<file path="src/hw/token_engine_params.svh">
// lane count must be a power of two and at least 2; the GLB word must hold a power-of-two byte count
`ifndef TOKEN_ENGINE_PARAMS_SVH
`define TOKEN_ENGINE_PARAMS_SVH

// lanes of the PE array served by one engine
`define TE_NUM_LANES 4

`define TE_ADDR_W 32   // GLB byte address
`define TE_DATA_W 32   // GLB word
`define TE_LEN_W  8    // words per lane per pass

`endif

</file>
<file path="src/hw/token_engine_pkg.sv">
// shared types of the token engine; widths come from the params header
`include "token_engine_params.svh"

package token_engine_pkg;

    typedef logic [`TE_ADDR_W-1:0]    glb_addr_t;
    typedef logic [`TE_DATA_W-1:0]    glb_data_t;
    typedef logic [`TE_NUM_LANES-1:0] lane_mask_t;  // one bit per lane
    typedef logic [`TE_LEN_W-1:0]     tile_len_t;
    typedef logic [7:0]               weight_t;

    // pass phases, one at a time
    typedef enum logic [2:0] {
        IDLE,
        WEIGHT_LOAD,
        INIT_FIFO,
        STREAM,
        DONE
    } pass_state_e;

endpackage

</file>
<file path="src/hw/lane_fifo_ctrl.sv">
// opsum FIFOs must be first-word fall-through; at most one GLB request per lane and direction
`timescale 1ns/1ps
`include "token_engine_params.svh"

module lane_fifo_ctrl (
    input  logic                         clk,
    input  logic                         rst_n_i,
    input  logic                         init_state_i,
    input  logic                         stream_state_i,
    input  token_engine_pkg::glb_addr_t  ifmap_base_i,
    input  token_engine_pkg::glb_addr_t  opsum_base_i,
    input  token_engine_pkg::tile_len_t  tile_len_i,
    input  token_engine_pkg::lane_mask_t ifmap_fifo_full_i,
    input  token_engine_pkg::lane_mask_t opsum_fifo_empty_i,
    input  token_engine_pkg::glb_data_t  opsum_fifo_pop_data_i [`TE_NUM_LANES],
    input  token_engine_pkg::lane_mask_t rd_grant_i,
    input  token_engine_pkg::lane_mask_t wr_grant_i,
    input  token_engine_pkg::glb_data_t  glb_rd_data_i,
    output logic                         ifmap_fifo_reset_o,
    output logic                         opsum_fifo_reset_o,
    output token_engine_pkg::lane_mask_t ifmap_fifo_push_o,
    output token_engine_pkg::glb_data_t  ifmap_fifo_push_data_o,
    output token_engine_pkg::lane_mask_t opsum_fifo_pop_o,
    output token_engine_pkg::lane_mask_t rd_req_o,
    output token_engine_pkg::glb_addr_t  rd_addr_o [`TE_NUM_LANES],
    output token_engine_pkg::lane_mask_t wr_req_o,
    output token_engine_pkg::glb_addr_t  wr_addr_o [`TE_NUM_LANES],
    output token_engine_pkg::glb_data_t  wr_data_o [`TE_NUM_LANES],
    output logic                         stream_done_o
);

token_engine_pkg::lane_mask_t lane_done;

for (genvar l = 0; l < `TE_NUM_LANES; l++) begin : g_lane
    token_engine_pkg::glb_addr_t lane_off;  // lane l owns words l*len .. l*len+len-1
    token_engine_pkg::glb_addr_t rd_base_q;
    token_engine_pkg::glb_addr_t wr_base_q;
    token_engine_pkg::tile_len_t rd_cnt_q;  // ifmap words pushed
    token_engine_pkg::tile_len_t wr_cnt_q;  // opsum words written back
    token_engine_pkg::glb_data_t wr_data_q;
    logic                        rd_req_q;
    logic                        wr_req_q;

    assign lane_off = (token_engine_pkg::glb_addr_t'(l)
                       * token_engine_pkg::glb_addr_t'(tile_len_i)) << 2;

    assign rd_addr_o[l] = rd_base_q + (token_engine_pkg::glb_addr_t'(rd_cnt_q) << 2);
    assign wr_addr_o[l] = wr_base_q + (token_engine_pkg::glb_addr_t'(wr_cnt_q) << 2);
    assign wr_data_o[l] = wr_data_q;
    assign rd_req_o[l]  = rd_req_q;
    assign wr_req_o[l]  = wr_req_q;

    assign ifmap_fifo_push_o[l] = rd_req_q & rd_grant_i[l];  // word lands with the grant
    assign opsum_fifo_pop_o[l]  = stream_state_i & ~wr_req_q & ~opsum_fifo_empty_i[l]
                                  & (wr_cnt_q < tile_len_i);
    assign lane_done[l]         = (rd_cnt_q == tile_len_i) && (wr_cnt_q == tile_len_i);

    always_ff @(posedge clk) begin
        if (!rst_n_i || init_state_i) begin
            rd_req_q <= 1'b0;
            wr_req_q <= 1'b0;
            rd_cnt_q <= '0;
            wr_cnt_q <= '0;
        end else begin
            if (rd_req_q && rd_grant_i[l]) begin
                rd_req_q <= 1'b0;
                rd_cnt_q <= rd_cnt_q + 1'b1;
            end else if (stream_state_i && !rd_req_q && !ifmap_fifo_full_i[l]
                         && rd_cnt_q < tile_len_i) begin
                rd_req_q <= 1'b1;  // room in the lane, fetch the next word
            end
            if (wr_req_q && wr_grant_i[l]) begin
                wr_req_q <= 1'b0;
                wr_cnt_q <= wr_cnt_q + 1'b1;
            end else if (opsum_fifo_pop_o[l]) begin
                wr_req_q <= 1'b1;  // held until the write is acked
            end
        end
    end

    always_ff @(posedge clk) begin
        if (init_state_i) begin
            rd_base_q <= ifmap_base_i + lane_off;
            wr_base_q <= opsum_base_i + lane_off;
        end
        if (opsum_fifo_pop_o[l]) begin
            wr_data_q <= opsum_fifo_pop_data_i[l];
        end
    end

    // the request is only raised with room, and nothing else pushes this lane
    a_no_push_full: assert property (@(posedge clk) disable iff (!rst_n_i)
        ifmap_fifo_push_o[l] |-> !ifmap_fifo_full_i[l]);
end

assign ifmap_fifo_reset_o     = init_state_i;
assign opsum_fifo_reset_o     = init_state_i;
assign ifmap_fifo_push_data_o = glb_rd_data_i;  // one grant per cycle, so one shared word
assign stream_done_o          = stream_state_i & (&lane_done);

endmodule

</file>
<file path="src/hw/pass_sequencer.sv">
// a start pulse seen outside IDLE is ignored; pass_done_o is a single-cycle pulse
`timescale 1ns/1ps
`include "token_engine_params.svh"

module pass_sequencer (
    input  logic clk,
    input  logic rst_n_i,
    input  logic pass_start_i,
    input  logic weight_load_done_i,
    input  logic stream_done_i,
    output logic pass_done_o,
    output logic weight_load_state_o,
    output logic init_state_o,
    output logic stream_state_o
);

token_engine_pkg::pass_state_e state_q;
token_engine_pkg::pass_state_e state_d;

always_comb begin
    state_d = state_q;
    case (state_q)
        token_engine_pkg::IDLE:        if (pass_start_i) state_d = token_engine_pkg::WEIGHT_LOAD;
        token_engine_pkg::WEIGHT_LOAD: if (weight_load_done_i) state_d = token_engine_pkg::INIT_FIFO;
        token_engine_pkg::INIT_FIFO:   state_d = token_engine_pkg::STREAM;  // always one cycle
        token_engine_pkg::STREAM:      if (stream_done_i) state_d = token_engine_pkg::DONE;
        token_engine_pkg::DONE:        state_d = token_engine_pkg::IDLE;
        default:                       state_d = token_engine_pkg::IDLE;
    endcase
end

always_ff @(posedge clk) begin
    if (!rst_n_i) begin
        state_q <= token_engine_pkg::IDLE;
    end else begin
        state_q <= state_d;
    end
end

assign weight_load_state_o = (state_q == token_engine_pkg::WEIGHT_LOAD);
assign init_state_o        = (state_q == token_engine_pkg::INIT_FIFO);
assign stream_state_o      = (state_q == token_engine_pkg::STREAM);
assign pass_done_o         = (state_q == token_engine_pkg::DONE);  // high only on entry cycle

// the lower controllers assume exactly one active phase while a pass runs
a_one_phase: assert property (@(posedge clk) disable iff (!rst_n_i)
    (state_q != token_engine_pkg::IDLE && state_q != token_engine_pkg::DONE)
        |-> $onehot({weight_load_state_o, init_state_o, stream_state_o}));

endmodule

</file>
<file path="src/hw/token_arbiter.sv">
// one Wishbone classic transaction at a time; grants and read data come back in the ack cycle
`timescale 1ns/1ps
`include "token_engine_params.svh"

module token_arbiter (
    input  logic                            clk,
    input  logic                            rst_n_i,
    input  logic                            weight_load_state_i,
    input  logic                            weight_rd_req_i,
    input  token_engine_pkg::glb_addr_t     weight_rd_addr_i,
    input  token_engine_pkg::lane_mask_t    rd_req_i,
    input  token_engine_pkg::glb_addr_t     rd_addr_i [`TE_NUM_LANES],
    input  token_engine_pkg::lane_mask_t    wr_req_i,
    input  token_engine_pkg::glb_addr_t     wr_addr_i [`TE_NUM_LANES],
    input  token_engine_pkg::glb_data_t     wr_data_i [`TE_NUM_LANES],
    input  token_engine_pkg::glb_data_t     wb_dat_i,
    input  logic                            wb_ack_i,
    output logic                            wb_cyc_o,
    output logic                            wb_stb_o,
    output logic                            wb_we_o,
    output token_engine_pkg::glb_addr_t     wb_adr_o,
    output token_engine_pkg::glb_data_t     wb_dat_o,
    output logic [`TE_DATA_W/8-1:0]         wb_sel_o,
    output logic                            weight_grant_o,
    output token_engine_pkg::lane_mask_t    rd_grant_o,
    output token_engine_pkg::lane_mask_t    wr_grant_o,
    output token_engine_pkg::glb_data_t     glb_rd_data_o
);

localparam int LANE_W = $clog2(`TE_NUM_LANES);
localparam int REQ_W  = LANE_W + 1;  // top bit set for opsum writes

logic [2*`TE_NUM_LANES-1:0]  req_vec;
logic [REQ_W-1:0]            ptr_q;    // last granted request
logic [REQ_W-1:0]            owner_q;
logic [REQ_W-1:0]            pick_idx;
logic [LANE_W-1:0]           pick_lane;
logic                        pick_valid;
logic                        busy_q;
logic                        stb_q;
logic                        we_q;
logic                        wt_owner_q;
logic                        lane_ack;
token_engine_pkg::glb_addr_t adr_q;
token_engine_pkg::glb_data_t dat_q;

assign req_vec   = {wr_req_i, rd_req_i};
assign pick_lane = pick_idx[LANE_W-1:0];

// first pending request after the pointer, wrapping
always_comb begin
    logic [REQ_W-1:0] cand;
    pick_valid = 1'b0;
    pick_idx   = ptr_q;
    for (int i = 1; i <= 2 * `TE_NUM_LANES; i++) begin
        cand = ptr_q + REQ_W'(i);
        if (!pick_valid && req_vec[cand]) begin
            pick_valid = 1'b1;
            pick_idx   = cand;
        end
    end
end

always_ff @(posedge clk) begin
    if (!rst_n_i) begin
        busy_q     <= 1'b0;
        stb_q      <= 1'b0;
        we_q       <= 1'b0;
        wt_owner_q <= 1'b0;
        ptr_q      <= '1;  // so lane 0 read goes first
    end else if (busy_q) begin
        if (wb_ack_i) begin
            busy_q <= 1'b0;
            stb_q  <= 1'b0;
        end
    end else if (weight_load_state_i) begin
        if (weight_rd_req_i) begin  // weight phase serves the loader only
            busy_q     <= 1'b1;
            stb_q      <= 1'b1;
            we_q       <= 1'b0;
            wt_owner_q <= 1'b1;
        end
    end else if (pick_valid) begin
        busy_q     <= 1'b1;
        stb_q      <= 1'b1;
        we_q       <= pick_idx[LANE_W];
        wt_owner_q <= 1'b0;
        ptr_q      <= pick_idx;
    end
end

// address and data follow the pick while idle, frozen while busy
always_ff @(posedge clk) begin
    if (!busy_q) begin
        owner_q <= pick_idx;
        dat_q   <= wr_data_i[pick_lane];
        if (weight_load_state_i) begin
            adr_q <= weight_rd_addr_i;
        end else begin
            adr_q <= pick_idx[LANE_W] ? wr_addr_i[pick_lane] : rd_addr_i[pick_lane];
        end
    end
end

assign wb_cyc_o = busy_q;
assign wb_stb_o = stb_q;
assign wb_we_o  = we_q;
assign wb_adr_o = adr_q;
assign wb_dat_o = dat_q;
assign wb_sel_o = '1;

assign lane_ack       = busy_q & wb_ack_i & ~wt_owner_q;
assign weight_grant_o = busy_q & wb_ack_i & wt_owner_q;
assign rd_grant_o     = (lane_ack && !owner_q[LANE_W])
                        ? (token_engine_pkg::lane_mask_t'(1) << owner_q[LANE_W-1:0]) : '0;
assign wr_grant_o     = (lane_ack && owner_q[LANE_W])
                        ? (token_engine_pkg::lane_mask_t'(1) << owner_q[LANE_W-1:0]) : '0;
assign glb_rd_data_o  = wb_dat_i;

a_stb_in_cyc: assert property (@(posedge clk) disable iff (!rst_n_i)
    wb_stb_o |-> wb_cyc_o);

// the slave may take any number of cycles to ack
a_hold_until_ack: assert property (@(posedge clk) disable iff (!rst_n_i)
    (wb_cyc_o && !wb_ack_i) |=> (wb_cyc_o && $stable(wb_adr_o) && $stable(wb_dat_o)));

endmodule

</file>
<file path="src/hw/token_engine.sv">
// config inputs must hold for a whole pass; FIFO storage and PE array sit outside
`timescale 1ns/1ps
`include "token_engine_params.svh"

module token_engine (
    input  logic                         clk,
    input  logic                         rst_n_i,
    input  logic                         pass_start_i,
    output logic                         pass_done_o,
    input  token_engine_pkg::glb_addr_t  weight_base_i,
    input  token_engine_pkg::glb_addr_t  ifmap_base_i,
    input  token_engine_pkg::glb_addr_t  opsum_base_i,
    input  token_engine_pkg::tile_len_t  tile_len_i,
    output logic                         wb_cyc_o,
    output logic                         wb_stb_o,
    output logic                         wb_we_o,
    output token_engine_pkg::glb_addr_t  wb_adr_o,
    output token_engine_pkg::glb_data_t  wb_dat_o,
    output logic [`TE_DATA_W/8-1:0]      wb_sel_o,
    input  token_engine_pkg::glb_data_t  wb_dat_i,
    input  logic                         wb_ack_i,
    output token_engine_pkg::weight_t    weight_o,
    output token_engine_pkg::lane_mask_t weight_load_en_o,
    output logic                         ifmap_fifo_reset_o,
    output token_engine_pkg::lane_mask_t ifmap_fifo_push_o,
    output token_engine_pkg::glb_data_t  ifmap_fifo_push_data_o,
    input  token_engine_pkg::lane_mask_t ifmap_fifo_full_i,
    output logic                         opsum_fifo_reset_o,
    output token_engine_pkg::lane_mask_t opsum_fifo_pop_o,
    input  token_engine_pkg::glb_data_t  opsum_fifo_pop_data_i [`TE_NUM_LANES],
    input  token_engine_pkg::lane_mask_t opsum_fifo_empty_i
);

logic                         weight_load_state;
logic                         init_state;
logic                         stream_state;
logic                         weight_load_done;
logic                         stream_done;
logic                         weight_rd_req;
logic                         weight_grant;
token_engine_pkg::glb_addr_t  weight_rd_addr;
token_engine_pkg::lane_mask_t ifmap_rd_req;
token_engine_pkg::lane_mask_t opsum_wr_req;
token_engine_pkg::lane_mask_t rd_grant;
token_engine_pkg::lane_mask_t wr_grant;
token_engine_pkg::glb_addr_t  ifmap_rd_addr [`TE_NUM_LANES];
token_engine_pkg::glb_addr_t  opsum_wr_addr [`TE_NUM_LANES];
token_engine_pkg::glb_data_t  opsum_wr_data [`TE_NUM_LANES];
token_engine_pkg::glb_data_t  glb_rd_data;

pass_sequencer u_pass_sequencer (
    .clk(clk), .rst_n_i(rst_n_i),
    .pass_start_i(pass_start_i), .weight_load_done_i(weight_load_done),
    .stream_done_i(stream_done), .pass_done_o(pass_done_o),
    .weight_load_state_o(weight_load_state), .init_state_o(init_state),
    .stream_state_o(stream_state)
);

weight_loader u_weight_loader (
    .clk(clk), .rst_n_i(rst_n_i),
    .weight_load_state_i(weight_load_state), .weight_base_i(weight_base_i),
    .grant_done_i(weight_grant), .glb_rd_data_i(glb_rd_data),
    .rd_req_o(weight_rd_req), .rd_addr_o(weight_rd_addr),
    .weight_o(weight_o), .weight_load_en_o(weight_load_en_o),
    .weight_load_done_o(weight_load_done)
);

lane_fifo_ctrl u_lane_fifo_ctrl (
    .clk(clk), .rst_n_i(rst_n_i),
    .init_state_i(init_state), .stream_state_i(stream_state),
    .ifmap_base_i(ifmap_base_i), .opsum_base_i(opsum_base_i), .tile_len_i(tile_len_i),
    .ifmap_fifo_full_i(ifmap_fifo_full_i), .opsum_fifo_empty_i(opsum_fifo_empty_i),
    .opsum_fifo_pop_data_i(opsum_fifo_pop_data_i),
    .rd_grant_i(rd_grant), .wr_grant_i(wr_grant), .glb_rd_data_i(glb_rd_data),
    .ifmap_fifo_reset_o(ifmap_fifo_reset_o), .opsum_fifo_reset_o(opsum_fifo_reset_o),
    .ifmap_fifo_push_o(ifmap_fifo_push_o), .ifmap_fifo_push_data_o(ifmap_fifo_push_data_o),
    .opsum_fifo_pop_o(opsum_fifo_pop_o),
    .rd_req_o(ifmap_rd_req), .rd_addr_o(ifmap_rd_addr),
    .wr_req_o(opsum_wr_req), .wr_addr_o(opsum_wr_addr), .wr_data_o(opsum_wr_data),
    .stream_done_o(stream_done)
);

token_arbiter u_token_arbiter (
    .clk(clk), .rst_n_i(rst_n_i),
    .weight_load_state_i(weight_load_state),
    .weight_rd_req_i(weight_rd_req), .weight_rd_addr_i(weight_rd_addr),
    .rd_req_i(ifmap_rd_req), .rd_addr_i(ifmap_rd_addr),
    .wr_req_i(opsum_wr_req), .wr_addr_i(opsum_wr_addr), .wr_data_i(opsum_wr_data),
    .wb_dat_i(wb_dat_i), .wb_ack_i(wb_ack_i),
    .wb_cyc_o(wb_cyc_o), .wb_stb_o(wb_stb_o), .wb_we_o(wb_we_o),
    .wb_adr_o(wb_adr_o), .wb_dat_o(wb_dat_o), .wb_sel_o(wb_sel_o),
    .weight_grant_o(weight_grant), .rd_grant_o(rd_grant), .wr_grant_o(wr_grant),
    .glb_rd_data_o(glb_rd_data)
);

endmodule

</file>
<file path="src/hw/weight_loader.sv">
// one GLB read per lane, then its bytes low first; weight_base_i must stay stable for the phase
`timescale 1ns/1ps
`include "token_engine_params.svh"

module weight_loader (
    input  logic                         clk,
    input  logic                         rst_n_i,
    input  logic                         weight_load_state_i,
    input  token_engine_pkg::glb_addr_t  weight_base_i,
    input  logic                         grant_done_i,
    input  token_engine_pkg::glb_data_t  glb_rd_data_i,
    output logic                         rd_req_o,
    output token_engine_pkg::glb_addr_t  rd_addr_o,
    output token_engine_pkg::weight_t    weight_o,
    output token_engine_pkg::lane_mask_t weight_load_en_o,
    output logic                         weight_load_done_o
);

localparam int LANE_W = $clog2(`TE_NUM_LANES);
localparam int BYTE_W = $clog2(`TE_DATA_W / 8);

logic                        rd_req_q;
logic                        shift_q;     // bytes of word_q going out
logic                        done_q;
logic                        finished_q;  // all lanes loaded, wait for phase end
logic [LANE_W-1:0]           lane_q;
logic [BYTE_W-1:0]           byte_q;
token_engine_pkg::glb_data_t word_q;

always_ff @(posedge clk) begin
    if (!rst_n_i) begin
        rd_req_q   <= 1'b0;
        shift_q    <= 1'b0;
        done_q     <= 1'b0;
        finished_q <= 1'b0;
        lane_q     <= '0;
        byte_q     <= '0;
    end else begin
        done_q <= 1'b0;
        if (!weight_load_state_i) begin
            finished_q <= 1'b0;  // rearm for the next pass
            lane_q     <= '0;
        end else if (rd_req_q) begin
            if (grant_done_i) begin
                rd_req_q <= 1'b0;
                shift_q  <= 1'b1;
                byte_q   <= '0;
            end
        end else if (shift_q) begin
            byte_q <= byte_q + 1'b1;
            if (&byte_q) begin
                shift_q <= 1'b0;
                if (lane_q == LANE_W'(`TE_NUM_LANES - 1)) begin
                    done_q     <= 1'b1;
                    finished_q <= 1'b1;
                end else begin
                    lane_q <= lane_q + 1'b1;
                end
            end
        end else if (!finished_q) begin
            rd_req_q <= 1'b1;  // fetch the word of lane_q
        end
    end
end

always_ff @(posedge clk) begin
    if (rd_req_q && grant_done_i) begin
        word_q <= glb_rd_data_i;
    end
end

assign rd_req_o           = rd_req_q;
assign rd_addr_o          = weight_base_i + (token_engine_pkg::glb_addr_t'(lane_q) << 2);
assign weight_o           = word_q[{byte_q, 3'b000} +: 8];
assign weight_load_en_o   = shift_q ? (token_engine_pkg::lane_mask_t'(1) << lane_q) : '0;
assign weight_load_done_o = done_q;

endmodule

</file>
<file path="config.mk">
export PLATFORM = sky130hd
export DESIGN_NAME = token_engine
export DESIGN_NICKNAME = d
export VERILOG_FILES = /design/src/hw/token_engine_pkg.sv /design/src/hw/lane_fifo_ctrl.sv /design/src/hw/pass_sequencer.sv /design/src/hw/token_arbiter.sv /design/src/hw/token_engine.sv /design/src/hw/weight_loader.sv
export VERILOG_INCLUDE_DIRS = /design/src /design/src/hw
export SDC_FILE = /design/constraint.sdc
export NUM_CORES = 1
export LEC_CHECK = 0
export ABC_CLOCK_PERIOD_IN_PS = 31100
export BUFFER_PORTS_ARGS = -buffer_cell sky130_fd_sc_hd__buf_2
export CORE_MARGIN = 5
export CORE_UTILIZATION = 50
export CTS_BUF_LIST = sky130_fd_sc_hd__clkbuf_8 sky130_fd_sc_hd__clkbuf_16
export DETAILED_ROUTE_END_ITERATION = 7
export PLACE_DENSITY = 0.7
export SLEW_MARGIN = 20
export SYNTH_ARGS = -nofsm -noshare
export SYNTH_HDL_FRONTEND = slang
export SYNTH_SLANG_ARGS = --single-unit
export TNS_END_PERCENT = 30
</file>
<file path="constraint.sdc">
create_clock -name clk -period 31.1 [get_ports clk]
set_input_delay 3.11 -clock clk [delete_from_list [all_inputs] [get_ports clk]]
set_output_delay 3.11 -clock clk [all_outputs]
set_load 0.03 [all_outputs]
</file>
# Yosys cells after proc, flatten, opt, wreduce, memory -nomap -nowiden
# Index checks and enable logic that the tools add are counted.
# W data, S select, Z words.
dict set report word_totals {
  regBits 573
  inputBits 276
  output_inout_bits 126
}
dict set report classes {
  n_addsub 32
  n_mul 1
  n_lt_le_gt_ge 17
  eq_ne 20
  shifts 3
  mux 77
  n_bitwise 37
  n_reduce_logical 76
}
# cell n
set ops {}
lappend ops {{$add A32 B10 Y32} 10}
lappend ops {{$mux W32} 8}
lappend ops {{$bmux W32 S2} 3}
lappend ops {{$add A32 B11 Y32} 2}
lappend ops {{$add A32 B12 Y32} 2}
lappend ops {{$add A8 B1 Y8 const B} 8}
lappend ops {{$eq A8 B8 Y1} 8}
lappend ops {{$lt A8 B8 Y1} 8}
lappend ops {{$mux W1} 40}
lappend ops {{$logic_and A1 B1 Y1} 34}
lappend ops {{$mux W3} 11}
lappend ops {{$add A32 B4 Y32} 1}
lappend ops {{$lt A3 B4 Y1 const B} 8}
lappend ops {{$shiftx A32 B6 Y8} 1}
lappend ops {{$bmux W1 S3} 8}
lappend ops {{$and A1 B1 Y1} 20}
lappend ops {{$logic_not A1 Y1} 17}
lappend ops {{$not A1 Y1} 16}
lappend ops {{$reduce_or A2 Y1} 8}
lappend ops {{$reduce_and A3 Y1} 5}
lappend ops {{$add A3 B3 Y3 const B} 4}
lappend ops {{$mux W4} 3}
lappend ops {{$pmux W3 S4} 1}
lappend ops {{$mul A2 B8 Y10 const A} 1}
lappend ops {{other kinds (22)} 36}

# Logic depth before layout (Yosys ltp)
# Gate-level depths: netlist (run 1).
dict set report depth {
  ltp_word 31
  mapped_depth 19
  mapped_depth_nobuf 16
}

# Modules after synthesis
# From an unflattened synthesis (run 1), not the netlist that was laid out.
dict set report unflattened {
  cells_unflattened 3179
  hier_area_um2 35825.6
}
# module instances cells_each area_each_um2 seq_area_each_um2
set by_module_without_submodules {}
lappend by_module_without_submodules {lane_fifo_ctrl 1 2429 26417.8 12492.0}
lappend by_module_without_submodules {token_arbiter 1 553 7026.7 2152.1}
lappend by_module_without_submodules {weight_loader 1 180 2209.6 1121.1}
lappend by_module_without_submodules {pass_sequencer 1 17 171.4 60.1}

# Least setup slack after synthesis (run 1)
# No wires, ideal clock.
dict set report synth_path {
  path_type {register to output}
  start {register u_pass_sequencer.state_q[1]}
  end {output opsum_fifo_reset_o}
  arrival_ns 20.472
  required_ns 27.990
  setup_slack_ns 7.518
  path_stages_with_launch 4
  path_cell_list {dfxtp_1 > clkbuf_1 > nor3b_1 > buf_4}
}
dict set report synth_between {
  elab_chain_len 1
}
# element line_no
set synth_lines {}
lappend synth_lines {{start, declared} pass_sequencer.sv:17} ;# token_engine_pkg::pass_state_e state_q;
lappend synth_lines {{start signal, assigned} pass_sequencer.sv:34} ;# state_q <= token_engine_pkg::IDLE;
lappend synth_lines {{start signal, assigned} pass_sequencer.sv:36} ;# state_q <= state_d;
lappend synth_lines {{$eq A3 B2 Y1} pass_sequencer.sv:41} ;# assign init_state_o = (state_q == token_engine_pkg::INIT_FIFO);
lappend synth_lines {{end, declared} token_engine.sv:28} ;# output logic opsum_fifo_reset_o,
# Every way passes these cells.

# Final worst setup path (run 1)
dict set report layout_path {
  start {input tile_len_i[1]}
  end {output opsum_fifo_pop_o[1]}
}
dict set report layout_between {
  elab_chain_len 2
}
# element line_no
set layout_lines {}
lappend layout_lines {{start, declared} token_engine.sv:13} ;# input token_engine_pkg::tile_len_t tile_len_i,
lappend layout_lines {{$lt A8 B8 Y1} lane_fifo_ctrl.sv:55} ;# & (wr_cnt_q < tile_len_i);
lappend layout_lines {{$and A1 B1 Y1} lane_fifo_ctrl.sv:55}
lappend layout_lines {{end, declared} token_engine.sv:29} ;# output token_engine_pkg::lane_mask_t opsum_fifo_pop_o,
# Every way passes these cells.

==> results.txt, run 1 <==
The routed layout has 25,200 vias. The overflow left after global routing came out at 0. Setup repair after global routing left no endpoint under its margin. For the pin with the worst max-slew slack, the measured transition is 1.11 ns. Of the synthesized area, sequential elements account for 46.7%. The H-tree was split into 2 levels. In the layout the commonest cells are sky130_fd_sc_hd__edfxtp_1 (467), sky130_fd_sc_hd__buf_2 (397), sky130_fd_sc_hd__nor2_1 (276).

After detailed routing, the met2 layer carries 48.4 mm of wire. On the worst path, the slowest cell contributes a delay of 0.55 ns. The logs give 11 for the number of antenna violations at the first check in global routing and 0 for the count of pins over their slew limit. The flow ran to the end, and the final reports show no timing, DRC or antenna violations.

The total I/O pin count is 402. The type of the worst setup path is input pin to output pin. Subtracting the final worst setup slack from the clock period gives 8.94 ns. Synthesis produced 3,036 cells. The logic depth of the worst register-to-register path was 13. In this run, synthesis inferred 467 flip-flops with an integrated enable. STA classifies the critical path startpoint as an input pin. After detailed routing, the number of remaining DRC violations is 0. The routed length per placed instance is 23.3 µm. Headroom to the max-slew limit came out at 25.9%. The run gives 0.0383 mm² as the post-route cell area. Leakage power of the design: 14.9 nW.

The fraction of layout instances using a drive strength above 1 came out at 18.2%. On the final layout, the worst clock skew is 0.0267 ns. For the number of endpoints with negative hold slack in the final report, the log shows 0. Leaving out fill and tap cells, the most frequent cell in the layout is sky130_fd_sc_hd__edfxtp_1. The worst hold path belongs to the class flop to flop. In this run the worst path has a maximum fanout of 34. The worst-case IR drop observed on VDD is 38.2 µV. The global placer's final weighted congestion is 0.931, and the number of hold buffers added after cts is 0. From left edge to right edge, the die measures 270 µm.

The number of setup buffers added after CTS is 0. The pin count of the biggest net entering global routing is 73, and the number of synthesized register bits is 557. For this configuration, the core starts out at a cell density of 50.5%. For the worst setup path, the data required time is 27.99 ns. During placement, the flow inserted port buffers numbering 397. The path with the worst hold slack has its endpoint at u_weight_loader.finished_q$_SDFFE_PN0P_. After detailed routing, the number of vias per cell comes to 5.84. Of all cell types, the one taking the most synthesized area is sky130_fd_sc_hd__edfxtp_1. In the synthesized netlist the async set-or-reset flop fraction comes to 0%. The signal on the critical path passes through buf_2, inv_1, ha_1, nor2b_1, o21ai_0, nand2b_1, a21oi_1, o2111a_2, buf_4, buf_2. For the count of TritonRoute iterations in the first routing pass, the log shows 6. For this run, the top clock speed supported by timing is 112 MHz. The number of warning messages in the yosys log was 0; the period utilization was 28.7%. For the utilization of the core after routing, the log shows 57.1%. The run gives 24,800 as the number of global-route vias before repair. In this run the critical register-to-register path is launched from u_token_arbiter.ptr_q[0]$_SDFFE_PN1P_. Cell type with the highest occurrence count on the critical path: sky130_fd_sc_hd__buf_2. The die covers 0.0731 mm². The tools report the worst hold-check slack as 0.450 ns. Endpoint class of the critical path: an output pin. The tools report the root buffer cell as sky130_fd_sc_hd__clkbuf_16. The logs give 26.7% for the total global-route track usage and 84 for the number of different library cells in the post-synthesis netlist. The clock slew at the register clock pins of the worst setup and hold paths is 0.06 ns, and the number of buffers between clock root and the deepest sink is 3. After synthesis, the largest area contributor takes up 41.4% of total cell area.

For the met3 wire length, the log shows 8.25 mm. Max-cap violations in this run came to 0. A synthesized cell averages 11.2 µm². In the post-synthesis netlist, the biggest area contributors are sky130_fd_sc_hd__edfxtp_1 (41%), sky130_fd_sc_hd__ha_1 (7.5%), sky130_fd_sc_hd__xor2_1 (6.2%), sky130_fd_sc_hd__xnor2_1 (5.8%), sky130_fd_sc_hd__dfxtp_1 (5.3%). Measured along the y axis, the die boundary spans 270 µm. Among all flip-flop cells after synthesis, the most frequent one is sky130_fd_sc_hd__edfxtp_1. The tools report the post-synthesis instance area as 0.0339 mm².

In this run the remaining antenna-violating nets after routing total 0. Summing all placed instances gives a cell area of 0.0364 mm². For this block, wires on met1 add up to 40.5 mm. For this run, the post-layout net count is 3,874. For the worst-skew pair, the clock arrives at the later sink with an insertion delay of 0.65 ns. The run gives 22.16 ns as the post-place setup slack. Counting tap cells, the placed design contains a total of 4,190 instances. The core region is 0.0672 mm². In this run the power density over the cells is 44.5 mW/mm². The arrival time of data at the critical path endpoint came out at 5.83 ns. The cell depth of the worst hold path was 2; the violation count after the first detailed-route iteration was 2,484. The first-pass GRT wire length came out at 151 mm. The layout-stage area growth over the synthesis result was 13.2%; the sum of internal, switching and leakage power was 1.71 mW. The count of cells in the finished layout, fillers not included, comes to 4,310. Gates resized during post-CTS repair numbered 0. The tools report the internal reg-to-reg setup slack as 24.15 ns.

The startpoint identified for the worst hold timing path is u_weight_loader.finished_q$_SDFFE_PN0P_. The run gives 22.16 ns as the worst-case setup margin in the final layout. The final number of setup-violating endpoints was 0; the placed wire-length estimate was 76.8 mm. The slowest stage of the critical path is the sky130_fd_sc_hd__inv_1 cell.

The highest routed metal layer is met5. The logs give 60 for the number of buffers added by the clock tree synthesis step and 0 ns for the accumulated negative setup slack. TritonCTS built the clock tree. Row generation in the floorplan step produced 95 rows.

The run gives 100 mm as the wire length reported by the detailed router. Endpoint of the lowest-slack register-to-register path: u_token_arbiter.wb_adr_o[29]$_DFFE_PN_. The number of clock sinks seen by CTS was 557.
layout make-up:
cell class	instances	area, µm²
inverter	112	422
fill	5551	28800
clock buffer	65	1580
multi-input combinational	2226	16800
clock inverter	49	395
timing repair buffer	422	2170
sequential	557	15800
antenna	6	15.0
tap	873	1090
report_power, final:
group / total (mW) / leakage, nW / internal, mW / switching (mW)
clock network: 0.718 / 1.02 / 0.408 / 0.310
registers: 0.824 / 5.01 / 0.821 / 0.00316
logic: 0.165 / 8.84 / 0.0596 / 0.105
total: 1.71 / 14.9 / 1.29 / 0.419
flip-flops by register name, indices dropped and copies added, names as in the netlist, 3 cells and up:
name	flops
u_lane_fifo_ctrl.g_lane.wr_req_q	4
u_token_arbiter.owner_q	3
u_lane_fifo_ctrl.g_lane.wr_base_q	120
u_lane_fifo_ctrl.g_lane.rd_base_q	120
u_weight_loader.word_q	32
u_lane_fifo_ctrl.g_lane.rd_cnt_q	32
u_lane_fifo_ctrl.g_lane.wr_data_q	128
u_pass_sequencer.state_q	3
u_lane_fifo_ctrl.g_lane.wr_cnt_q	32
u_token_arbiter.ptr_q	3
u_token_arbiter.wb_dat_o	32
u_token_arbiter.wb_adr_o	32
u_lane_fifo_ctrl.g_lane.rd_req_q	4
routing by layer:
metal,track usage [%],vias up
met5,0,-
met4,7.72,10
met3,5.35,171
met2,45.4,1009
met1,34.8,12200
li1,-,11800
how the worst max path moves through the flow:
stage                                                  start                  end  cells after the start
finish                                         tile_len_i[1]  opsum_fifo_pop_o[1]                     10
global route                                   tile_len_i[1]  opsum_fifo_pop_o[1]                     10
CTS                                            tile_len_i[1]  opsum_fifo_pop_o[1]                     10
detailed placement                             tile_len_i[1]  opsum_fifo_pop_o[0]                     10
global placement                               tile_len_i[1]  opsum_fifo_pop_o[1]                     10
floorplan           u_pass_sequencer.state_q[1]$_SDFFE_PN0P_   opsum_fifo_reset_o                      3
cell families (layout without fill, tap and decap cells):
group | after synthesis | after routing | synth area share (%)
AOI/OAI and AO/OA | 459 | 459 | 8.72
other | 1 | 10 | 0.0111
xor gates and xnor gates | 467 | 467 | 12.1
adders and majority gates | 219 | 219 | 8.44
and+or+nand+nor | 959 | 959 | 13.8
buffers and inverters | 256 | 648 | 3.74
DFF | 557 | 557 | 46.7
muxes | 118 | 118 | 6.55
synth_stat cells (all sizes together) (65+ instances only):
master	instances
a21oi	120
buf	79
clkbuf	65
dfxtp	90
edfxtp	467
ha	203
inv	111
mux4	79
nand2	214
nand3	95
nand4	83
nor2	278
nor3	65
o21ai	112
xnor2	226
xor2	241
worst max-delay path, delay by kind of cell:
family,cells,cell delay (ns)
buffers and inverters,4,1.52
AND/OR/NAND/NOR,2,0.22
AO/OA/AOI/OAI,3,0.58
adder cells (fa/ha/maj),1,0.36
Power figures use the tool's default switching activity.
==> run 2, diff against run 1 <==
ABC_AREA = 1   (was unset)
ABC_CLOCK_PERIOD_IN_PS = 7400   (was 31100)
PLACE_DENSITY = 0.72   (was 0.7)
clock period = 7.4 ns   (was 31.1 ns; I/O delays follow)
==> run 2 against run 1 <==
  * Total power grew to 10 times the previous value
  * Worst setup slack lost 20 ns
  * Synthesized cell count grew 45%
  * Global-route usage grew 4.6 points
  * Final area grew 8.0%
  * Highest routed layer unchanged
  * Sequential power grew to 5.3 times the previous value
  * Combinational power grew to 59 times the previous value
  * Hold slack lost 0.17 ns
==> results.txt, run 2 <==
The critical path launch point was u_token_arbiter.ptr_q[0]$_SDFFE_PN1P_. The die covers 0.0786 mm². The first routing iteration left 3,630 violations.

Traced cell by cell, the critical path runs through inv_2, ha_1, inv_1, nand3_1, nand3_2, nand2_2, nor2_4, nand3_2, nor2_4, nand4_4, nand2_8, buf_4, nand2_1, nand3_1, nand3_1, nand3_1, nand2_1. The number of global-route vias before repair was 31,300. The synthesized design devotes to its leading area cell type 38.4% of total area. The setup path with the least slack is of type flop to flop. Setup repair after global routing left no endpoint under its margin. After synthesis, the cell types taking the most area are sky130_fd_sc_hd__edfxtp_1 (38%), sky130_fd_sc_hd__nand2_1 (13%), sky130_fd_sc_hd__ha_1 (6.9%), sky130_fd_sc_hd__xor2_1 (6.8%), sky130_fd_sc_hd__dfxtp_1 (4.9%). Derived from the worst setup path, the maximum achievable clock frequency is 193 MHz. The final number of setup-violating endpoints came out at 0.

The flow ran to the end, and the final reports show no timing, DRC or antenna violations. For the number of warning messages in the yosys log, the log shows 0. The logs give 8.76 mW for the net switching component of the power and 17.9 nW for the leakage power of the design. Sum of internal, switching and leakage power: 17.4 mW. The pre-antenna-repair detailed-routing pass consisted of 6 iterations. The post-route antenna net violation count came out at 0. The tools report the number of endpoints with negative hold slack in the final report as 0.

sky130_fd_sc_hd__nand2_1 is the most common cell in the netlist. u_lane_fifo_ctrl.g_lane.wr_data_q holds more flip-flops than any other register. Cell internal power was estimated by the tool at 8.65 mW. The tools report the level count of the clock H-tree as 3. The largest registers in the layout are u_lane_fifo_ctrl.g_lane.wr_data_q (128), u_lane_fifo_ctrl.g_lane.rd_base_q (120), u_lane_fifo_ctrl.g_lane.wr_base_q (120). The top cell type by total area after synthesis is sky130_fd_sc_hd__edfxtp_1. For the starting density of the core, the log shows 50.3%. In this run the post-CTS setup repair buffer count came out at 0. In this run switching power makes up 50.3% of total power. Dividing the detail-routed wire length by the instance count gives 22.3 µm.

The top fanout value on the critical path was 67. On the critical path, the stage with the largest delay is an instance of sky130_fd_sc_hd__dfxtp_1. The floorplan step defined a core boundary enclosing 0.0727 mm². The share of flip-flops with an asynchronous set or reset works out to 0%. In this run the critical register-to-register path is launched from u_token_arbiter.ptr_q[0]$_SDFFE_PN1P_. Site row count: 99. TritonCTS built the clock tree.

The first global-routing pass estimated 189 mm of wire. The hold path startpoint was opsum_fifo_pop_data_i[92]. After clock tree synthesis, the clock-pin slew on the worst setup and hold paths is 0.06 ns. Across the VDD grid, the largest voltage drop is 625 µV.

For the accumulated negative setup slack, the log shows 0 ns. The commonest cells after synthesis are sky130_fd_sc_hd__nand2_1 (1,259), sky130_fd_sc_hd__edfxtp_1 (467), sky130_fd_sc_hd__inv_1 (381), sky130_fd_sc_hd__nand3_1 (346), sky130_fd_sc_hd__nor2_1 (325). In this run, the combinational gates consume 56.0% of the power. In the layout the commonest cells are sky130_fd_sc_hd__nand2_1 (1,259), sky130_fd_sc_hd__edfxtp_1 (467), sky130_fd_sc_hd__buf_2 (397).

For the clock latency reported for the late side of the worst-skew pair, the log shows 0.63 ns. The register with the most flip-flops in the layout has 128 of them. The number of enable flip-flop cells after synthesis is 467, and the number of buffers added by the clock tree synthesis step is 66. For this run, design rule violations remaining after detail routing come to 0. Leaving out fill and tap cells, the most frequent cell in the layout is sky130_fd_sc_hd__nand2_1. At the end of the flow, the number of nets in the layout was 5,251. The synthesized area per cell was 8.29 µm²; the clock power share was 18.9%. For this run the aggregate overflow at the end of global routing stands at 0. The width of the die was 280 µm; the number of maximum-capacitance violations was 0.

Synthesis inferred 557 register bits. From synthesis to final layout, the design area changed by 13.3%. STA puts the critical path data arrival time at 5.54 ns.

Counting distinct cell types in the post-synthesis netlist gives 61. Per report_power, the sequential group accounts for 25.0% of the total. The number of antenna violations at the first check in global routing was 15.

The dominant synthesized flop cell was sky130_fd_sc_hd__edfxtp_1. The total global-route track usage is 31.3%. Clock tree synthesis selected as its root buffer the cell sky130_fd_sc_hd__clkbuf_16.

The final critical path time including I/O delays and setup works out to 5.18 ns. For this design, the sink count on the clock tree is 557. Using the TritonRoute via totals, the vias-per-cell ratio works out to 5.72. The mapped netlist covers 0.0366 mm².

The min-delay analysis places its worst path in the category input pin to flop. Between clock sinks in the finished design, the worst skew comes to 0.0254 ns. The post-route netlist has 11.8% of its cells at a drive strength greater than 1. The worst setup path is captured at a flop. The post-synthesis instance total was 4,413; the number of buffers inserted by port buffering was 397. The run gives 101 mm as the placed wire-length estimate. By instance count, the cell type seen most on the critical path is sky130_fd_sc_hd__nand3_1. Post-CTS repair changed the size of 0 cells.

For the worst setup path, the data required time is 7.76 ns. The final critical path takes up 70.0% of the cycle. For this design the top-level I/O count stands at 402. For this run, the register share of the synthesized area comes to 43.3%. The vertical extent of the die came out at 280 µm.

For this run, the slowest stage of the critical path takes 0.74 ns. Hold repair after CTS inserted 0 buffers. Entering global routing, the biggest net connects 115 pins. For this design the ratio of total power to cell area is 420 mW/mm². Wires add up to 128 mm. The number of buffers between clock root and the deepest sink was 3; the worst slew slack as a fraction of its limit was 31.8%.

The count of pins over their slew limit is 0. At the pin with the least slew margin, the transition time is 1.02 ns. The total vias in the final route was 33,000.

The worst setup path is launched from a flop. Routability-driven placement finished with a final weighted congestion of 1.05.
[run 2: cell count changes in the layout (fill, tap and decap cells not counted), moves of 71 or more]
cell                      before   now
sky130_fd_sc_hd__a21oi_1     120   227
sky130_fd_sc_hd__inv_1       124   387
sky130_fd_sc_hd__mux4_2       71     0
sky130_fd_sc_hd__nand2_1     214  1259
sky130_fd_sc_hd__nand3_1      95   346
sky130_fd_sc_hd__xnor2_1     225   104
[run 2: path summary, 6_finish.rpt]
path | end | slack (ns) | cells after the start
worst max-delay path | u_token_arbiter.wb_adr_o[13]$_DFFE_PN_ | 2.22 | 17
worst min-delay path | u_lane_fifo_ctrl.g_lane[1].wr_data_q[28]$_DFFE_PP_ | 0.28 | 1
worst max register to register | u_token_arbiter.wb_adr_o[13]$_DFFE_PN_ | 2.22 | 17
worst min register to register | u_token_arbiter.wb_stb_o$_SDFFE_PN0P_ | 0.47 | 2
[run 2: layout make-up]
cell class,count,area [µm²]
antenna,8,20.0
clock buffer,70,1720
clock inverter,47,467
fill,6595,31300
inverter,393,1480
multi-input combinational,3316,18500
sequential,557,15800
tap,959,1200
timing repair buffer,422,2200
[run 2: kinds of logic after synthesis]
family	Yosys count	synth area share [%]
adders and majority gates	219	7.82
and+or+nand+nor	2225	25.8
DFF	557	43.3
other	1	0.0103
xor gates and xnor gates	390	9.36
AOI/OAI and AO/OA	478	7.43
buffers and inverters	543	6.31
[run 2: critical path, delay by kind of cell (launching register included)]
kind	cells	cell delay (ns)
buffers and inverters	3	1.08
and+or+nand+nor	13	2.57
adders and majority gates	1	0.44
DFF	1	0.74
[run 2: routing by layer]
layer	vias up	GRT usage [%]	share of wire [%]
met1	15500	42.2	41
met2	1623	51.3	46
met5	-	0	0.032
met3	268	5.45	9.3
li1	15600	-	-
met4	8	11.0	3.6
[run 2: power by group through the flow]
stage | Combinational (mW) | Clock (mW) | Sequential (mW)
floorplan | 6.53 | 0 | 4.73
CTS | 9.56 | 3.33 | 4.36
detailed placement | 9.51 | 0 | 4.43
global placement | 9.35 | 0 | 4.42
global route | 10.7 | 3.47 | 4.38
finish | 9.76 | 3.29 | 4.36
[run 2: metrics by stage]
step,hold WS [ns],utilization (%),instance area (µm²),worst slack [ns],std cells
finish,0.282,57.0,41400,2.22,5772
global route,0.258,57.0,41400,1.84,5772
CTS,0.257,56.9,41400,2.34,5763
detailed placement,0.455,53.9,39200,2.35,5646
global placement,0.454,53.9,39200,2.44,5646
floorplan,0.432,-,36600,0.979,4416
